$ cat src/riscvPkg.sv
// Core widths, NOP encoding, funct3 codes, opcode and ALU enums, operand bypass function
package riscvPkg;

	// ==========================================================
	// Widths and constants
	// ==========================================================
	localparam int XLEN       = 32;
	localparam int REG_ADDR_W = 5;
	localparam int NUM_REGS   = 32;

	localparam logic [XLEN-1:0] NOP_INST = 32'h0000_0013; // addi x0,x0,0

	// funct3 values decode looks at
	localparam logic [2:0] F3_BEQ = 3'b000;
	localparam logic [2:0] F3_BNE = 3'b001;
	localparam logic [2:0] F3_SLL = 3'b001;
	localparam logic [2:0] F3_SR  = 3'b101; // srl / sra

	// ==========================================================
	// Major opcodes in scope
	// ==========================================================
	typedef enum logic [6:0] {
		OP_REG    = 7'b0110011,
		OP_IMM    = 7'b0010011,
		OP_LOAD   = 7'b0000011,
		OP_STORE  = 7'b0100011,
		OP_BRANCH = 7'b1100011,
		OP_JAL    = 7'b1101111
	} opcode_e;

	// ALU operation is {funct7[5], funct3}
	typedef enum logic [3:0] {
		ALU_ADD = 4'b0000,
		ALU_SUB = 4'b1000,
		ALU_SLL = 4'b0001,
		ALU_SLT = 4'b0010,
		ALU_XOR = 4'b0100,
		ALU_SRL = 4'b0101,
		ALU_SRA = 4'b1101,
		ALU_OR  = 4'b0110,
		ALU_AND = 4'b0111
	} aluOp_e;

	// ==========================================================
	// Operand bypass
	// ==========================================================
	// Memory stage wins over writeback, x0 never bypassed
	function automatic logic [XLEN-1:0] fwdOperand(
		input logic [REG_ADDR_W-1:0] srcAddr,
		input logic [XLEN-1:0]       regVal,
		input logic [REG_ADDR_W-1:0] memRd,
		input logic                  memWe,
		input logic [XLEN-1:0]       memVal,
		input logic [REG_ADDR_W-1:0] wbRd,
		input logic                  wbWe,
		input logic [XLEN-1:0]       wbVal
	);
		logic [XLEN-1:0] result;
		if (srcAddr == '0) begin
			result = regVal;
		end else if (memWe && (memRd == srcAddr)) begin
			result = memVal;
		end else if (wbWe && (wbRd == srcAddr)) begin
			result = wbVal;
		end else begin
			result = regVal;
		end
		return result;
	endfunction

endpackage

$ cat src/regFile.sv
// Integer register file with x0 held at zero and same-cycle write bypass
module regFile
	import riscvPkg::*;
(
	input  logic                  clk,
	input  logic                  rst_n,
	input  logic [REG_ADDR_W-1:0] rs1Addr,
	input  logic [REG_ADDR_W-1:0] rs2Addr,
	input  logic [REG_ADDR_W-1:0] rdAddr,
	input  logic                  rdWrite,
	input  logic [XLEN-1:0]       rdData,
	output logic [XLEN-1:0]       rs1Data,
	output logic [XLEN-1:0]       rs2Data
);
	logic [XLEN-1:0] regs [0:NUM_REGS-1];
	logic            wrValid;

	assign wrValid = rdWrite && (rdAddr != '0); // x0 is never written

	always_ff @(posedge clk) begin
		if (!rst_n) begin
			for (int i = 0; i < NUM_REGS; i++) begin
				regs[i] <= '0;
			end
		end else if (wrValid) begin
			regs[rdAddr] <= rdData;
		end
	end

	// Writeback lands on the read ports in the same cycle
	assign rs1Data = (wrValid && (rdAddr == rs1Addr)) ? rdData : regs[rs1Addr];
	assign rs2Data = (wrValid && (rdAddr == rs2Addr)) ? rdData : regs[rs2Addr];

endmodule

$ cat src/fetchDecode.sv
// PC, IF/ID register, control decode, immediates, branch resolve and hazard stall
module fetchDecode
	import riscvPkg::*;
(
	input  logic                  clk,
	input  logic                  rst_n,
	input  logic                  freeze,
	input  logic [XLEN-1:0]       instRdata,
	output logic                  instRead,
	output logic [XLEN-3:0]       instAddr,
	output logic [REG_ADDR_W-1:0] rs1Addr,
	output logic [REG_ADDR_W-1:0] rs2Addr,
	input  logic [XLEN-1:0]       rs1Data,
	input  logic [XLEN-1:0]       rs2Data,
	input  logic [REG_ADDR_W-1:0] memRdAddr,
	input  logic                  memRegWrite,
	input  logic [XLEN-1:0]       memAluResult,
	input  logic [REG_ADDR_W-1:0] wbRdAddr,
	input  logic                  wbRegWrite,
	input  logic [XLEN-1:0]       wbData,
	input  logic [REG_ADDR_W-1:0] exRdAddr,
	input  logic                  exRegWrite,
	input  logic                  exMemRead,
	output aluOp_e                idAluOp,
	output logic                  idAluSrc,
	output logic                  idMemRead,
	output logic                  idMemWrite,
	output logic                  idMemToReg,
	output logic                  idRegWrite,
	output logic                  idIsLink,
	output logic [REG_ADDR_W-1:0] idRs1Addr,
	output logic [REG_ADDR_W-1:0] idRs2Addr,
	output logic [REG_ADDR_W-1:0] idRdAddr,
	output logic [XLEN-1:0]       idRs1Data,
	output logic [XLEN-1:0]       idRs2Data,
	output logic [XLEN-1:0]       idImm,
	output logic [XLEN-1:0]       idPcPlus4
);
	logic [XLEN-1:0] pc;
	logic [XLEN-1:0] ifIdPc;
	logic [XLEN-1:0] ifIdInst;
	logic            memLoadQ; // load sitting in the memory stage
	opcode_e         opcode;
	logic [2:0]      funct3;
	logic            aluSrc, memRead, memWrite, memToReg, regWrite, isLink, isBranch;
	logic            useRs1, useRs2;
	logic [XLEN-1:0] brA, brB;
	logic            taken, hazardStall, loadUse, branchEx, branchMem;

	// ==========================================================
	// Fetch
	// ==========================================================
	assign instRead = 1'b1; // always fetching, held by freeze
	assign instAddr = pc[XLEN-1:2];

	always_ff @(posedge clk) begin
		if (!rst_n) begin
			pc       <= '0;
			ifIdPc   <= '0;
			ifIdInst <= NOP_INST;
		end else if (!freeze && !hazardStall) begin
			pc       <= taken ? (ifIdPc + idImm) : (pc + XLEN'(4));
			ifIdPc   <= pc;
			ifIdInst <= taken ? NOP_INST : instRdata; // kill the wrong-path fetch
		end
	end

	always_ff @(posedge clk) begin
		if (!rst_n) begin
			memLoadQ <= 1'b0;
		end else if (!freeze) begin
			memLoadQ <= exMemRead;
		end
	end

	// ==========================================================
	// Decode
	// ==========================================================
	assign opcode = opcode_e'(ifIdInst[6:0]);
	assign funct3 = ifIdInst[14:12];

	always_comb begin
		idAluOp = ALU_ADD;
		{aluSrc, memRead, memWrite, memToReg, regWrite, isLink, isBranch} = '0;
		{useRs1, useRs2} = 2'b00;
		idImm = '0;
		case (opcode)
			OP_REG: begin
				idAluOp = aluOp_e'({ifIdInst[30], funct3});
				{regWrite, useRs1, useRs2} = 3'b111;
			end
			OP_IMM: begin
				// Only shifts-right carry funct7[5] into the op
				idAluOp = aluOp_e'({(funct3 == F3_SR) & ifIdInst[30], funct3});
				{aluSrc, regWrite, useRs1} = 3'b111;
				if ((funct3 == F3_SLL) || (funct3 == F3_SR))
					idImm = {{(XLEN-5){1'b0}}, ifIdInst[24:20]}; // shamt
				else
					idImm = {{(XLEN-12){ifIdInst[31]}}, ifIdInst[31:20]};
			end
			OP_LOAD: begin
				{aluSrc, memRead, memToReg, regWrite, useRs1} = 5'b11111;
				idImm = {{(XLEN-12){ifIdInst[31]}}, ifIdInst[31:20]};
			end
			OP_STORE: begin
				{aluSrc, memWrite, useRs1, useRs2} = 4'b1111;
				idImm = {{(XLEN-12){ifIdInst[31]}}, ifIdInst[31:25], ifIdInst[11:7]};
			end
			OP_BRANCH: begin
				isBranch = (funct3 == F3_BEQ) || (funct3 == F3_BNE);
				{useRs1, useRs2} = 2'b11;
				idImm = {{(XLEN-13){ifIdInst[31]}}, ifIdInst[31], ifIdInst[7],
					ifIdInst[30:25], ifIdInst[11:8], 1'b0};
			end
			OP_JAL: begin
				{regWrite, isLink} = 2'b11;
				idImm = {{(XLEN-21){ifIdInst[31]}}, ifIdInst[31], ifIdInst[19:12],
					ifIdInst[20], ifIdInst[30:21], 1'b0};
			end
			default: ; // unknown opcode decodes as a bubble
		endcase
	end

	assign rs1Addr = useRs1 ? ifIdInst[19:15] : '0;
	assign rs2Addr = useRs2 ? ifIdInst[24:20] : '0;

	// ==========================================================
	// Branch resolve and hazards
	// ==========================================================
	assign brA = fwdOperand(rs1Addr, rs1Data, memRdAddr, memRegWrite, memAluResult,
		wbRdAddr, wbRegWrite, wbData);
	assign brB = fwdOperand(rs2Addr, rs2Data, memRdAddr, memRegWrite, memAluResult,
		wbRdAddr, wbRegWrite, wbData);

	assign loadUse   = exMemRead && (exRdAddr != '0) &&
		((exRdAddr == rs1Addr) || (exRdAddr == rs2Addr));
	assign branchEx  = isBranch && exRegWrite && (exRdAddr != '0) &&
		((exRdAddr == rs1Addr) || (exRdAddr == rs2Addr));
	assign branchMem = isBranch && memLoadQ && (memRdAddr != '0) &&
		((memRdAddr == rs1Addr) || (memRdAddr == rs2Addr)); // load data not back yet
	assign hazardStall = loadUse || branchEx || branchMem;

	assign taken = !hazardStall &&
		(isLink || (isBranch && ((brA == brB) ^ (funct3 == F3_BNE))));

	// Bubble into execute while stalled
	assign idAluSrc   = aluSrc;
	assign idMemRead  = memRead && !hazardStall;
	assign idMemWrite = memWrite && !hazardStall;
	assign idMemToReg = memToReg && !hazardStall;
	assign idRegWrite = regWrite && !hazardStall;
	assign idIsLink   = isLink && !hazardStall;
	assign idRs1Addr  = rs1Addr;
	assign idRs2Addr  = rs2Addr;
	assign idRdAddr   = ifIdInst[11:7];
	assign idRs1Data  = rs1Data;
	assign idRs2Data  = rs2Data;
	assign idPcPlus4  = ifIdPc + XLEN'(4);

endmodule

$ cat src/executeStage.sv
// ID/EX register, operand bypass muxes and ALU
module executeStage
	import riscvPkg::*;
(
	input  logic                  clk,
	input  logic                  rst_n,
	input  logic                  freeze,
	input  aluOp_e                idAluOp,
	input  logic                  idAluSrc,
	input  logic                  idMemRead,
	input  logic                  idMemWrite,
	input  logic                  idMemToReg,
	input  logic                  idRegWrite,
	input  logic                  idIsLink,
	input  logic [REG_ADDR_W-1:0] idRs1Addr,
	input  logic [REG_ADDR_W-1:0] idRs2Addr,
	input  logic [REG_ADDR_W-1:0] idRdAddr,
	input  logic [XLEN-1:0]       idRs1Data,
	input  logic [XLEN-1:0]       idRs2Data,
	input  logic [XLEN-1:0]       idImm,
	input  logic [XLEN-1:0]       idPcPlus4,
	input  logic [REG_ADDR_W-1:0] memRdAddr,
	input  logic                  memRegWrite,
	input  logic [XLEN-1:0]       memAluResult,
	input  logic [REG_ADDR_W-1:0] wbRdAddr,
	input  logic                  wbRegWrite,
	input  logic [XLEN-1:0]       wbData,
	output logic [REG_ADDR_W-1:0] exRdAddr,
	output logic                  exRegWrite,
	output logic                  exMemRead,
	output logic                  exMemWrite,
	output logic                  exMemToReg,
	output logic                  exIsLink,
	output logic [XLEN-1:0]       exAluResult,
	output logic [XLEN-1:0]       exStoreData,
	output logic [XLEN-1:0]       exPcPlus4
);
	aluOp_e                aluOp;
	logic                  aluSrc;
	logic [REG_ADDR_W-1:0] rs1Addr;
	logic [REG_ADDR_W-1:0] rs2Addr;
	logic [XLEN-1:0]       rs1Q;
	logic [XLEN-1:0]       rs2Q;
	logic [XLEN-1:0]       immQ;
	logic [XLEN-1:0]       opA;
	logic [XLEN-1:0]       opB;
	logic [4:0]            shamt;

	// ==========================================================
	// ID/EX register
	// ==========================================================
	always_ff @(posedge clk) begin
		if (!rst_n) begin
			aluOp      <= ALU_ADD;
			aluSrc     <= 1'b0;
			exMemRead  <= 1'b0;
			exMemWrite <= 1'b0;
			exMemToReg <= 1'b0;
			exRegWrite <= 1'b0;
			exIsLink   <= 1'b0;
			rs1Addr    <= '0;
			rs2Addr    <= '0;
			exRdAddr   <= '0;
		end else if (!freeze) begin
			aluOp      <= idAluOp;
			aluSrc     <= idAluSrc;
			exMemRead  <= idMemRead;
			exMemWrite <= idMemWrite;
			exMemToReg <= idMemToReg;
			exRegWrite <= idRegWrite;
			exIsLink   <= idIsLink;
			rs1Addr    <= idRs1Addr;
			rs2Addr    <= idRs2Addr;
			exRdAddr   <= idRdAddr;
		end
	end

	always_ff @(posedge clk) begin
		if (!freeze) begin
			rs1Q      <= idRs1Data;
			rs2Q      <= idRs2Data;
			immQ      <= idImm;
			exPcPlus4 <= idPcPlus4;
		end
	end

	// Operand select
	assign opA = fwdOperand(rs1Addr, rs1Q, memRdAddr, memRegWrite, memAluResult,
		wbRdAddr, wbRegWrite, wbData);
	assign exStoreData = fwdOperand(rs2Addr, rs2Q, memRdAddr, memRegWrite, memAluResult,
		wbRdAddr, wbRegWrite, wbData);
	assign opB   = aluSrc ? immQ : exStoreData;
	assign shamt = opB[4:0];

	// ==========================================================
	// ALU
	// ==========================================================
	always_comb begin
		case (aluOp)
			ALU_ADD: exAluResult = opA + opB;
			ALU_SUB: exAluResult = opA - opB;
			ALU_SLL: exAluResult = opA << shamt;
			ALU_SLT: exAluResult = {{(XLEN-1){1'b0}}, $signed(opA) < $signed(opB)};
			ALU_XOR: exAluResult = opA ^ opB;
			ALU_SRL: exAluResult = opA >> shamt;
			ALU_SRA: exAluResult = $signed(opA) >>> shamt; // sign fill
			ALU_OR:  exAluResult = opA | opB;
			ALU_AND: exAluResult = opA & opB;
			default: exAluResult = '0;
		endcase
	end

endmodule

$ cat src/resultStage.sv
// EX/MEM and MEM/WB registers, data port, writeback select and pipeline freeze
module resultStage
	import riscvPkg::*;
(
	input  logic                  clk,
	input  logic                  rst_n,
	input  logic                  instStall,
	input  logic                  dataStall,
	input  logic [XLEN-1:0]       dataRdata,
	input  logic [REG_ADDR_W-1:0] exRdAddr,
	input  logic                  exRegWrite,
	input  logic                  exMemRead,
	input  logic                  exMemWrite,
	input  logic                  exMemToReg,
	input  logic                  exIsLink,
	input  logic [XLEN-1:0]       exAluResult,
	input  logic [XLEN-1:0]       exStoreData,
	input  logic [XLEN-1:0]       exPcPlus4,
	output logic                  freeze,
	output logic                  dataRead,
	output logic                  dataWrite,
	output logic [XLEN-3:0]       dataAddr,
	output logic [XLEN-1:0]       dataWdata,
	output logic [REG_ADDR_W-1:0] memRdAddr,
	output logic                  memRegWrite,
	output logic [XLEN-1:0]       memAluResult,
	output logic [REG_ADDR_W-1:0] wbRdAddr,
	output logic                  wbRegWrite,
	output logic [XLEN-1:0]       wbData
);
	logic            memReadQ, memWriteQ, memToRegQ, memIsLinkQ;
	logic [XLEN-1:0] aluQ, storeQ, memPcPlus4Q;
	logic            wbMemToRegQ, wbIsLinkQ;
	logic [XLEN-1:0] wbAluQ, wbLoadQ, wbPcPlus4Q;
	logic            dataDoneQ; // access finished while the other port stalls
	logic [XLEN-1:0] loadHoldQ;
	logic [XLEN-1:0] loadData;

	assign freeze = instStall || dataStall;

	// ==========================================================
	// EX/MEM and data port
	// ==========================================================
	always_ff @(posedge clk) begin
		if (!rst_n) begin
			{memReadQ, memWriteQ, memToRegQ, memIsLinkQ, memRegWrite} <= '0;
			memRdAddr <= '0;
		end else if (!freeze) begin
			{memReadQ, memWriteQ, memToRegQ} <= {exMemRead, exMemWrite, exMemToReg};
			{memIsLinkQ, memRegWrite}        <= {exIsLink, exRegWrite};
			memRdAddr <= exRdAddr;
		end
	end

	always_ff @(posedge clk) begin
		if (!freeze) begin
			aluQ        <= exAluResult;
			storeQ      <= exStoreData;
			memPcPlus4Q <= exPcPlus4;
		end
	end

	// Keep a finished access from being issued twice
	always_ff @(posedge clk) begin
		if (!rst_n || !freeze) begin
			dataDoneQ <= 1'b0;
		end else if ((memReadQ || memWriteQ) && !dataStall) begin
			dataDoneQ <= 1'b1;
		end
	end

	always_ff @(posedge clk) begin
		if (freeze && memReadQ && !dataStall && !dataDoneQ) begin
			loadHoldQ <= dataRdata;
		end
	end

	assign dataRead     = memReadQ && !dataDoneQ;
	assign dataWrite    = memWriteQ && !dataDoneQ;
	assign dataAddr     = aluQ[XLEN-1:2];
	assign dataWdata    = storeQ;
	assign memAluResult = memIsLinkQ ? memPcPlus4Q : aluQ; // jal forwards its link
	assign loadData     = dataDoneQ ? loadHoldQ : dataRdata;

	// ==========================================================
	// MEM/WB and writeback select
	// ==========================================================
	always_ff @(posedge clk) begin
		if (!rst_n) begin
			{wbMemToRegQ, wbIsLinkQ, wbRegWrite} <= '0;
			wbRdAddr <= '0;
		end else if (!freeze) begin
			{wbMemToRegQ, wbIsLinkQ, wbRegWrite} <= {memToRegQ, memIsLinkQ, memRegWrite};
			wbRdAddr <= memRdAddr;
		end
	end

	always_ff @(posedge clk) begin
		if (!freeze) begin
			wbAluQ     <= aluQ;
			wbLoadQ    <= loadData;
			wbPcPlus4Q <= memPcPlus4Q;
		end
	end

	assign wbData = wbIsLinkQ ? wbPcPlus4Q : (wbMemToRegQ ? wbLoadQ : wbAluQ);

endmodule

$ cat src/riscvCore.sv
// Top level wiring of the pipeline stages and register file to both memory ports
module riscvCore
	import riscvPkg::*;
(
	input  logic              clk,
	input  logic              rst_n,
	output logic              instRead,
	output logic [XLEN-3:0]   instAddr,
	input  logic [XLEN-1:0]   instRdata,
	input  logic              instStall,
	output logic              dataRead,
	output logic              dataWrite,
	output logic [XLEN-3:0]   dataAddr,
	output logic [XLEN-1:0]   dataWdata,
	input  logic [XLEN-1:0]   dataRdata,
	input  logic              dataStall
);
	logic                  freeze;
	logic [REG_ADDR_W-1:0] rs1Addr, rs2Addr;
	logic [XLEN-1:0]       rs1Data, rs2Data;

	// Decode to execute
	aluOp_e                idAluOp;
	logic                  idAluSrc, idMemRead, idMemWrite, idMemToReg, idRegWrite, idIsLink;
	logic [REG_ADDR_W-1:0] idRs1Addr, idRs2Addr, idRdAddr;
	logic [XLEN-1:0]       idRs1Data, idRs2Data, idImm, idPcPlus4;

	// Execute to memory
	logic [REG_ADDR_W-1:0] exRdAddr;
	logic                  exRegWrite, exMemRead, exMemWrite, exMemToReg, exIsLink;
	logic [XLEN-1:0]       exAluResult, exStoreData, exPcPlus4;

	// Bypass sources from the back end
	logic [REG_ADDR_W-1:0] memRdAddr, wbRdAddr;
	logic                  memRegWrite, wbRegWrite;
	logic [XLEN-1:0]       memAluResult, wbData;

	fetchDecode  uFetchDecode (.*);
	executeStage uExecute     (.*);
	resultStage  uResult      (.*);

	regFile uRegFile (
		.clk     (clk),
		.rst_n   (rst_n),
		.rs1Addr (rs1Addr),
		.rs2Addr (rs2Addr),
		.rdAddr  (wbRdAddr),
		.rdWrite (wbRegWrite),
		.rdData  (wbData),
		.rs1Data (rs1Data),
		.rs2Data (rs2Data)
	);

endmodule

$ cat config.mk
export PLATFORM = sky130hd
export DESIGN_NAME = riscvCore
export DESIGN_NICKNAME = d
export VERILOG_FILES = /design/src/riscvPkg.sv /design/src/regFile.sv /design/src/fetchDecode.sv /design/src/executeStage.sv /design/src/resultStage.sv /design/src/riscvCore.sv
export SDC_FILE = /design/constraint.sdc
export NUM_CORES = 2
export LEC_CHECK = 0
export BUFFER_PORTS_ARGS = -buffer_cell sky130_fd_sc_hd__buf_4
export CAP_MARGIN = 15
export CORE_AREA = 5 5 391 393
export DETAILED_ROUTE_END_ITERATION = 6
export DIE_AREA = 0 0 396 398
export PLACE_DENSITY = 0.75
export SETUP_SLACK_MARGIN = 0.3
export SKIP_CTS_REPAIR_TIMING = 1
export SLEW_MARGIN = 0
export SYNTH_ARGS = -nofsm -noshare
export SYNTH_HDL_FRONTEND = slang
export SYNTH_HIERARCHICAL = 1
export SYNTH_SLANG_ARGS = --single-unit
$ cat constraint.sdc
create_clock -name clk -period 45.5 [get_ports clk]
set_clock_uncertainty 0.15 [all_clocks]
set_input_delay 6.825 -clock clk [delete_from_list [all_inputs] [get_ports clk]]
set_output_delay 6.825 -clock clk [all_outputs]
set_load 0.02 [all_outputs]
# Word level (Yosys, flattened, before mapping)
# Memories as Yosys holds them, arrays and structs flattened.
# Index checks and enable logic that the tools add are counted.
# classes
order_cmp	1
n_eq_ne	27
n_mux	42
multipliers	0
n_shift	3
reduce_logical	61
bitwise_logic	5
div	0
add_sub_neg	5
# ops
cell	count
32-bit 2-to-1 mux	23
32-bit one-hot mux with 9 select lines	1
32-bit one-hot mux with 5 select lines	1
32-bit by 3-bit adder with 32-bit output, second input constant	2
32-bit adder	2
5-bit equality test	10
32-bit bitwise AND	1
32-bit equality test	1
1-bit logical AND	32
32-bit less-than comparator	1
32-bit bitwise OR	1
32-bit OR reduction	1
32-bit by 5-bit << shifter with 32-bit output	1
32-bit by 5-bit right shift with 32-bit output	1
32-bit by 5-bit >>> shifter with 32-bit output	1
32-bit subtractor	1
32-bit bitwise XOR	1
5-bit logical NOT	4
4-bit by 3-bit equality test with 1-bit output, second input constant	4
5-bit 2-to-1 mux	3
5-bit nonzero test	3
7-bit by 6-bit equality test with 1-bit output, second input constant	2
7-bit equality test, second input constant	2
1-bit 2-to-1 mux	13
other kinds (17)	32
# totals
n_memories	1
word_cells	178
latch_bits	0
ram_bits	1024
rom_bits	0
regBits	490
# mem_list
name	words	width	read_ports	rd_clocked_by_memory_dff	wr	line_no	text
uRegFile.regs	32	32	2	0	32	regFile.sv:15	logic [XLEN-1:0] regs [0:NUM_REGS-1];

# Depth between registers and ports, before layout
# depth
ltp_word	16
mapped_depth	27

# Cells and area by module
# The synthesis kept the hierarchy.
# modules_own_cells
module	cells_per_inst	n_inst	area_per_inst_um2
regFile	3500	1	53627.7
executeStage	1968	1	15736.3
fetchDecode	1428	1	10316.1
resultStage	524	1	9192.6

# Worst setup path after synthesis
# OpenSTA, ideal clock, no wires.
# synth_path
path_kind	input to register
from	input port dataStall
to	register uExecute.exPcPlus4[0] (enable)
arrival_time_ns	19.294
stages	6
setup_time_ns	0.481
slack_ns	25.575
cell_sequence	buf_2 -> nor2_1 -> inv_1 -> clkbuf_1 -> clkbuf_1 -> inv_1
# synth_via
elab_chain_cells	1
# synth_rtl
item	line_no	text
start, declared	riscvCore.sv:16	input logic dataStall
1-bit logical OR	resultStage.sv:39	assign freeze = instStall || dataStall;
net freeze	riscvCore.sv:18	logic freeze;
end signal, assigned	executeStage.sv:83	exPcPlus4 <= idPcPlus4;
end, declared	executeStage.sv:36	output logic [XLEN-1:0] exPcPlus4
# The timed path passes the listed nets, and every way through them passes these cells.
# A chain may end at the register's enable or synchronous reset.

# Final worst setup path
# layout_path
from	register uFetchDecode.ifIdInst[3]
to	register uFetchDecode.pc[6]
# layout_via
elab_chain_cells	16
elab_cells_between_ends	58
classes_between	1 x add/sub; 13 x eq/ne; 16 x mux; 1 x bitwise; 26 x reduce/logical; 1 x memory
# layout_rtl
item	line_no	text
start, declared	fetchDecode.sv:41	logic [XLEN-1:0] ifIdInst;
start signal, assigned	fetchDecode.sv:64	ifIdInst <= taken ? NOP_INST : instRdata;
7-bit by 2-bit equality test with 1-bit output, or another cell as far along	fetchDecode.sv:87	case (opcode)
5-bit OR reduction (no line) *	-	
1-bit 2-to-1 mux *	fetchDecode.sv:87	
5-bit 2-to-1 mux *	fetchDecode.sv:124	assign rs1Addr = useRs1 ? ifIdInst[19:15] : '0;
net idRs1Addr[1]	riscvCore.sv:25	logic [REG_ADDR_W-1:0] idRs1Addr, idRs2Addr, idRdAddr;
branches (longest 2 deep; another with memory 32 x 32 bit)	-	
32-bit 2-to-1 mux *	regFile.sv:31	assign rs1Data = (wrValid && (rdAddr == rs1Addr)) ? rdData : regs[rs1Addr];
net rs1Data[20]	riscvCore.sv:20	logic [XLEN-1:0] rs1Data, rs2Data;
32-bit 2-to-1 mux	riscvPkg.sv:63	end else if (wbWe && (wbRd == srcAddr)) begin
32-bit 2-to-1 mux	riscvPkg.sv:61	end else if (memWe && (memRd == srcAddr)) begin
32-bit 2-to-1 mux *	riscvPkg.sv:59	if (srcAddr == '0) begin
32-bit equality test *	fetchDecode.sv:144	(isLink || (isBranch && ((brA == brB) ^ (funct3 == F3_BNE))));
1-bit bitwise XOR *	fetchDecode.sv:144	
1-bit logical AND *	fetchDecode.sv:144	
1-bit logical OR *	fetchDecode.sv:144	
1-bit logical AND *	fetchDecode.sv:143	assign taken = !hazardStall &&
32-bit 2-to-1 mux *	fetchDecode.sv:62	pc <= taken ? (ifIdPc + idImm) : (pc + XLEN'(4));
end signal, assigned	fetchDecode.sv:62	
end, declared	fetchDecode.sv:39	logic [XLEN-1:0] pc;
# Mark *: on every way through the listed nets, which the timed path passes.

==> results.cfg <==
[yosys]
synthArstFlopShare = 0
syn-cell-area_sq_um = 88900
ys_ff_latch = 1517
synth_top_area_frac = 0.465
yosysMostFrequentCell = edfxtp_1
synth_flop_cell = edfxtp_1
ys_seq_area_frac = 0.497
yosys.area.top_type = edfxtp_1
postSynthCellCount = 7420
synth.avg_cell_area_sq_um = 12.0
synthTopCellsByArea = edfxtp_1 (46%), mux4_2 (13%), and2_1 (7.1%)
synth-edff-count = 1376
yosys_warnings = 6
synth_commonest_cells = edfxtp_1 (1376), and2_1 (1010), mux4_2 (508)
ys_types = 119

[detailed_routing]
ant_nets = 0
drt_wl_total_mm = 319
routed_via_density = 7.22
drt_iter0_markers = 12100
drc_errors = 4
drtPass1Iterations = 7
wl_per_cell_um = 34.5
vias = 66800

[clock_tree]
cts_tree = built
cts_buffers = 156
cts_buffer_depth = 3
cts.sinks = 1517
cts.reportedPaths.clkPinSlew_ps = 60
clockRootBuffer = clkbuf_16
h-tree-depth = 4
clock_latency_ps = 830

[floorplan]
die_area_sq_um = 158000
core_sq_um = 149000
start_util = 0.596
dieHeight_um = 398
top_level_ports = 163
fp.dieW_um = 396
fp-row-count = 142

[global_route]
met2_usage = 0.576
overflow = 0
met3_usage = 0.134
grt_pass1_wl_mm = 447
grtUsageTotal = 0.394
grt_pass1_vias = 62200
grt_antenna_before_repair = 39
grt_start_max_net_pins = 194
grt_use_met1 = 0.522
grt-busiest-layer = met2

[timing]
period_share = 0.214
setup_viol = 0
worst_slew_pin_slew_ps = 1290
rsz0062_at_grt = false
slew_headroom = 0.141
tns_ps = 0
drv_slew = 0
max_freq_mhz = 103
layout_min_cycle_time_ps = 9740
finalHoldViolations = 0

[setup_path]
reg2reg_from = uFetchDecode/ifIdInst[3]
critPathLaunchType = flop
worst_setup_path_end_kind = flop
reg2reg_to = uFetchDecode/pc[6]
cp_max_fo = 52
arrival_ps = 10300
setup.worst_path.class = reg2reg
cp.required_ps = 46060
rr_worst_depth = 22
reg2reg_slack_ps = 35760

[pwr]
leakage_nw = 34.1
vdd_drop_max_v = 0.0000425
p_per_area_nw_per_um2 = 35.0

[layout]
fin_nets = 7351
final_core_util = 0.644
layout-drive-gt1-share = 0.177
areaGrowthSynthToFinish_pct = 7.99

[run_status]
violations = design-rule violations
status = complete, but fails checks

[min_path]
min-delay-path-class = reg2reg
hp-start = uExecute/exPcPlus4[20]
hold_depth = 0
min_to = uResult/memPcPlus4Q[20]

[placed_design]
io_buffers = 161
place.gp.congestion = 1.05
dp_hpwl_mm = 214

[flow_run]
max-cap-violations = 0
[flip-flops by register name, summed over array words and instances (netlist names), 4 cells and up]
| name | flops |
|---|---|
| uExecute/exPcPlus4 | 32 |
| uResult/wbPcPlus4Q | 32 |
| uRegFile/regs | 1024 |
| uExecute/aluOp | 4 |
| uExecute/rs2Addr | 5 |
| uFetchDecode/ifIdPc | 32 |
| uResult/wbAluQ | 32 |
| uResult/memPcPlus4Q | 32 |
| uResult/wbLoadQ | 32 |
| uExecute/immQ | 32 |
| uExecute/rs1Q | 32 |
| uExecute/exRdAddr | 5 |
| uFetchDecode/ifIdInst | 32 |
| uResult/wbRdAddr | 5 |
| uFetchDecode/pc | 32 |
| uExecute/rs2Q | 32 |
| uResult/loadHoldQ | 32 |
| uExecute/rs1Addr | 5 |
| uResult/aluQ | 32 |
| uResult/dataWdata | 32 |
| uResult/memRdAddr | 5 |
[stage by stage]
| step | power (mW) | hold WS [ps] | worst slack, ps | std cells | instance area (sq um) |
|---|---|---|---|---|---|
| floorplan | 1.93 | 250 | 25580 | 7451 | 89000 |
| CTS | 3.34 | 266 | 36040 | 9208 | 95600 |
| global route | 3.44 | 274 | 35670 | 9231 | 95900 |
| global placement | 2.10 | 257 | 35240 | 8917 | 90600 |
| detailed placement | 2.10 | 255 | 35180 | 8922 | 90700 |
| finish | 3.36 | 264 | 35760 | 9254 | 96000 |
[cell type report]
class	count	area, sq um
clock inverters	85	801
multi-input cells	4911	40600
inverters	191	729
flip-flops and latches	1517	44100
clock buffers	201	4120
repair buffers	373	3090
well taps	1944	2430
fillers	10800	53100
diodes	32	80.1
[report_power, final]
group	switching [mW]	total, mW	internal (mW)
registers	0.0347	1.61	1.57
logic	0.341	0.496	0.155
clock network	0.565	1.25	0.688
total	0.941	3.36	2.42
[cells in the final DEF, fill, tap and decap left out, types with 33 or more instances in the layout]
cell type	Yosys	final
inv_1	177	174
clkinv_1	4	36
a31oi_1	42	42
or4_1	76	76
mux2_1	60	60
a21o_1	41	40
and2_1	1010	1009
o21ai_0	256	222
mux4_2	508	508
nor3_1	89	88
xnor2_1	73	73
o31ai_1	47	47
mux2i_1	207	207
nand3_1	111	111
o221ai_1	50	50
o21ai_4	0	41
and3_1	69	67
o22ai_1	295	295
edfxtp_1	1376	1376
nor2_1	310	277
clkbuf_1	421	41
conb_1	2	33
xor2_1	75	75
a221o_1	33	33
a211oi_1	59	59
nand2_1	470	470
a21oi_1	278	278
ha_1	130	130
nor2b_1	53	52
nand4_1	37	37
buf_4	207	350
clkbuf_16	0	157
dfxtp_1	141	138
[worst max-delay path, stage by stage, from the launching register on]
cell	delay (ps)
dfxtp_1	330
nand4bb_1	630
a21oi_1	430
and2_4	550
buf_4	800
buf_4	780
buf_4	660
mux4_2	340
o22ai_1	230
or4_1	680
o21ai_0	320
o31ai_1	120
a21oi_1	130
a211oi_1	80
xor2_1	210
nor4_1	520
nand4_1	430
or3_1	480
a21oi_2	170
buf_4	320
or2_4	490
mux2_2	390
o221a_1	230
[worst max-delay path by stage]
stage	cells after the start	slack, ps	to	start
6_report	22	35760	uFetchDecode/pc[6]	uFetchDecode/ifIdInst[3]
5_1_grt	22	35670	uFetchDecode/pc[6]	uFetchDecode/ifIdInst[3]
4_1_cts	5	36040	uRegFile/regs[28][3]	rst_n
3_5_place_dp	5	35180	uRegFile/regs[28][0]	rst_n
3_3_place_gp	5	35240	uRegFile/regs[28][2]	rst_n
2_1_floorplan	6	25580	uExecute/exPcPlus4[0]	dataStall
[logic make-up after synthesis]
kind of cell	count (synthesis)	synth area share
buf+inv	1023	0.0562
mux	804	0.163
compound gates	1414	0.104
flops	1517	0.497
fa+ha+maj	133	0.0190
xor+xnor	148	0.0146
simple gates	2379	0.146
other cells	2	0.0000845
[metal layers]
metal  wire (um)  share of wire
met1      112000           0.35
met2      138000           0.43
met3       48100           0.15
met4       21400          0.067
met5         186        0.00058
(Power assumes the default switching activity.)
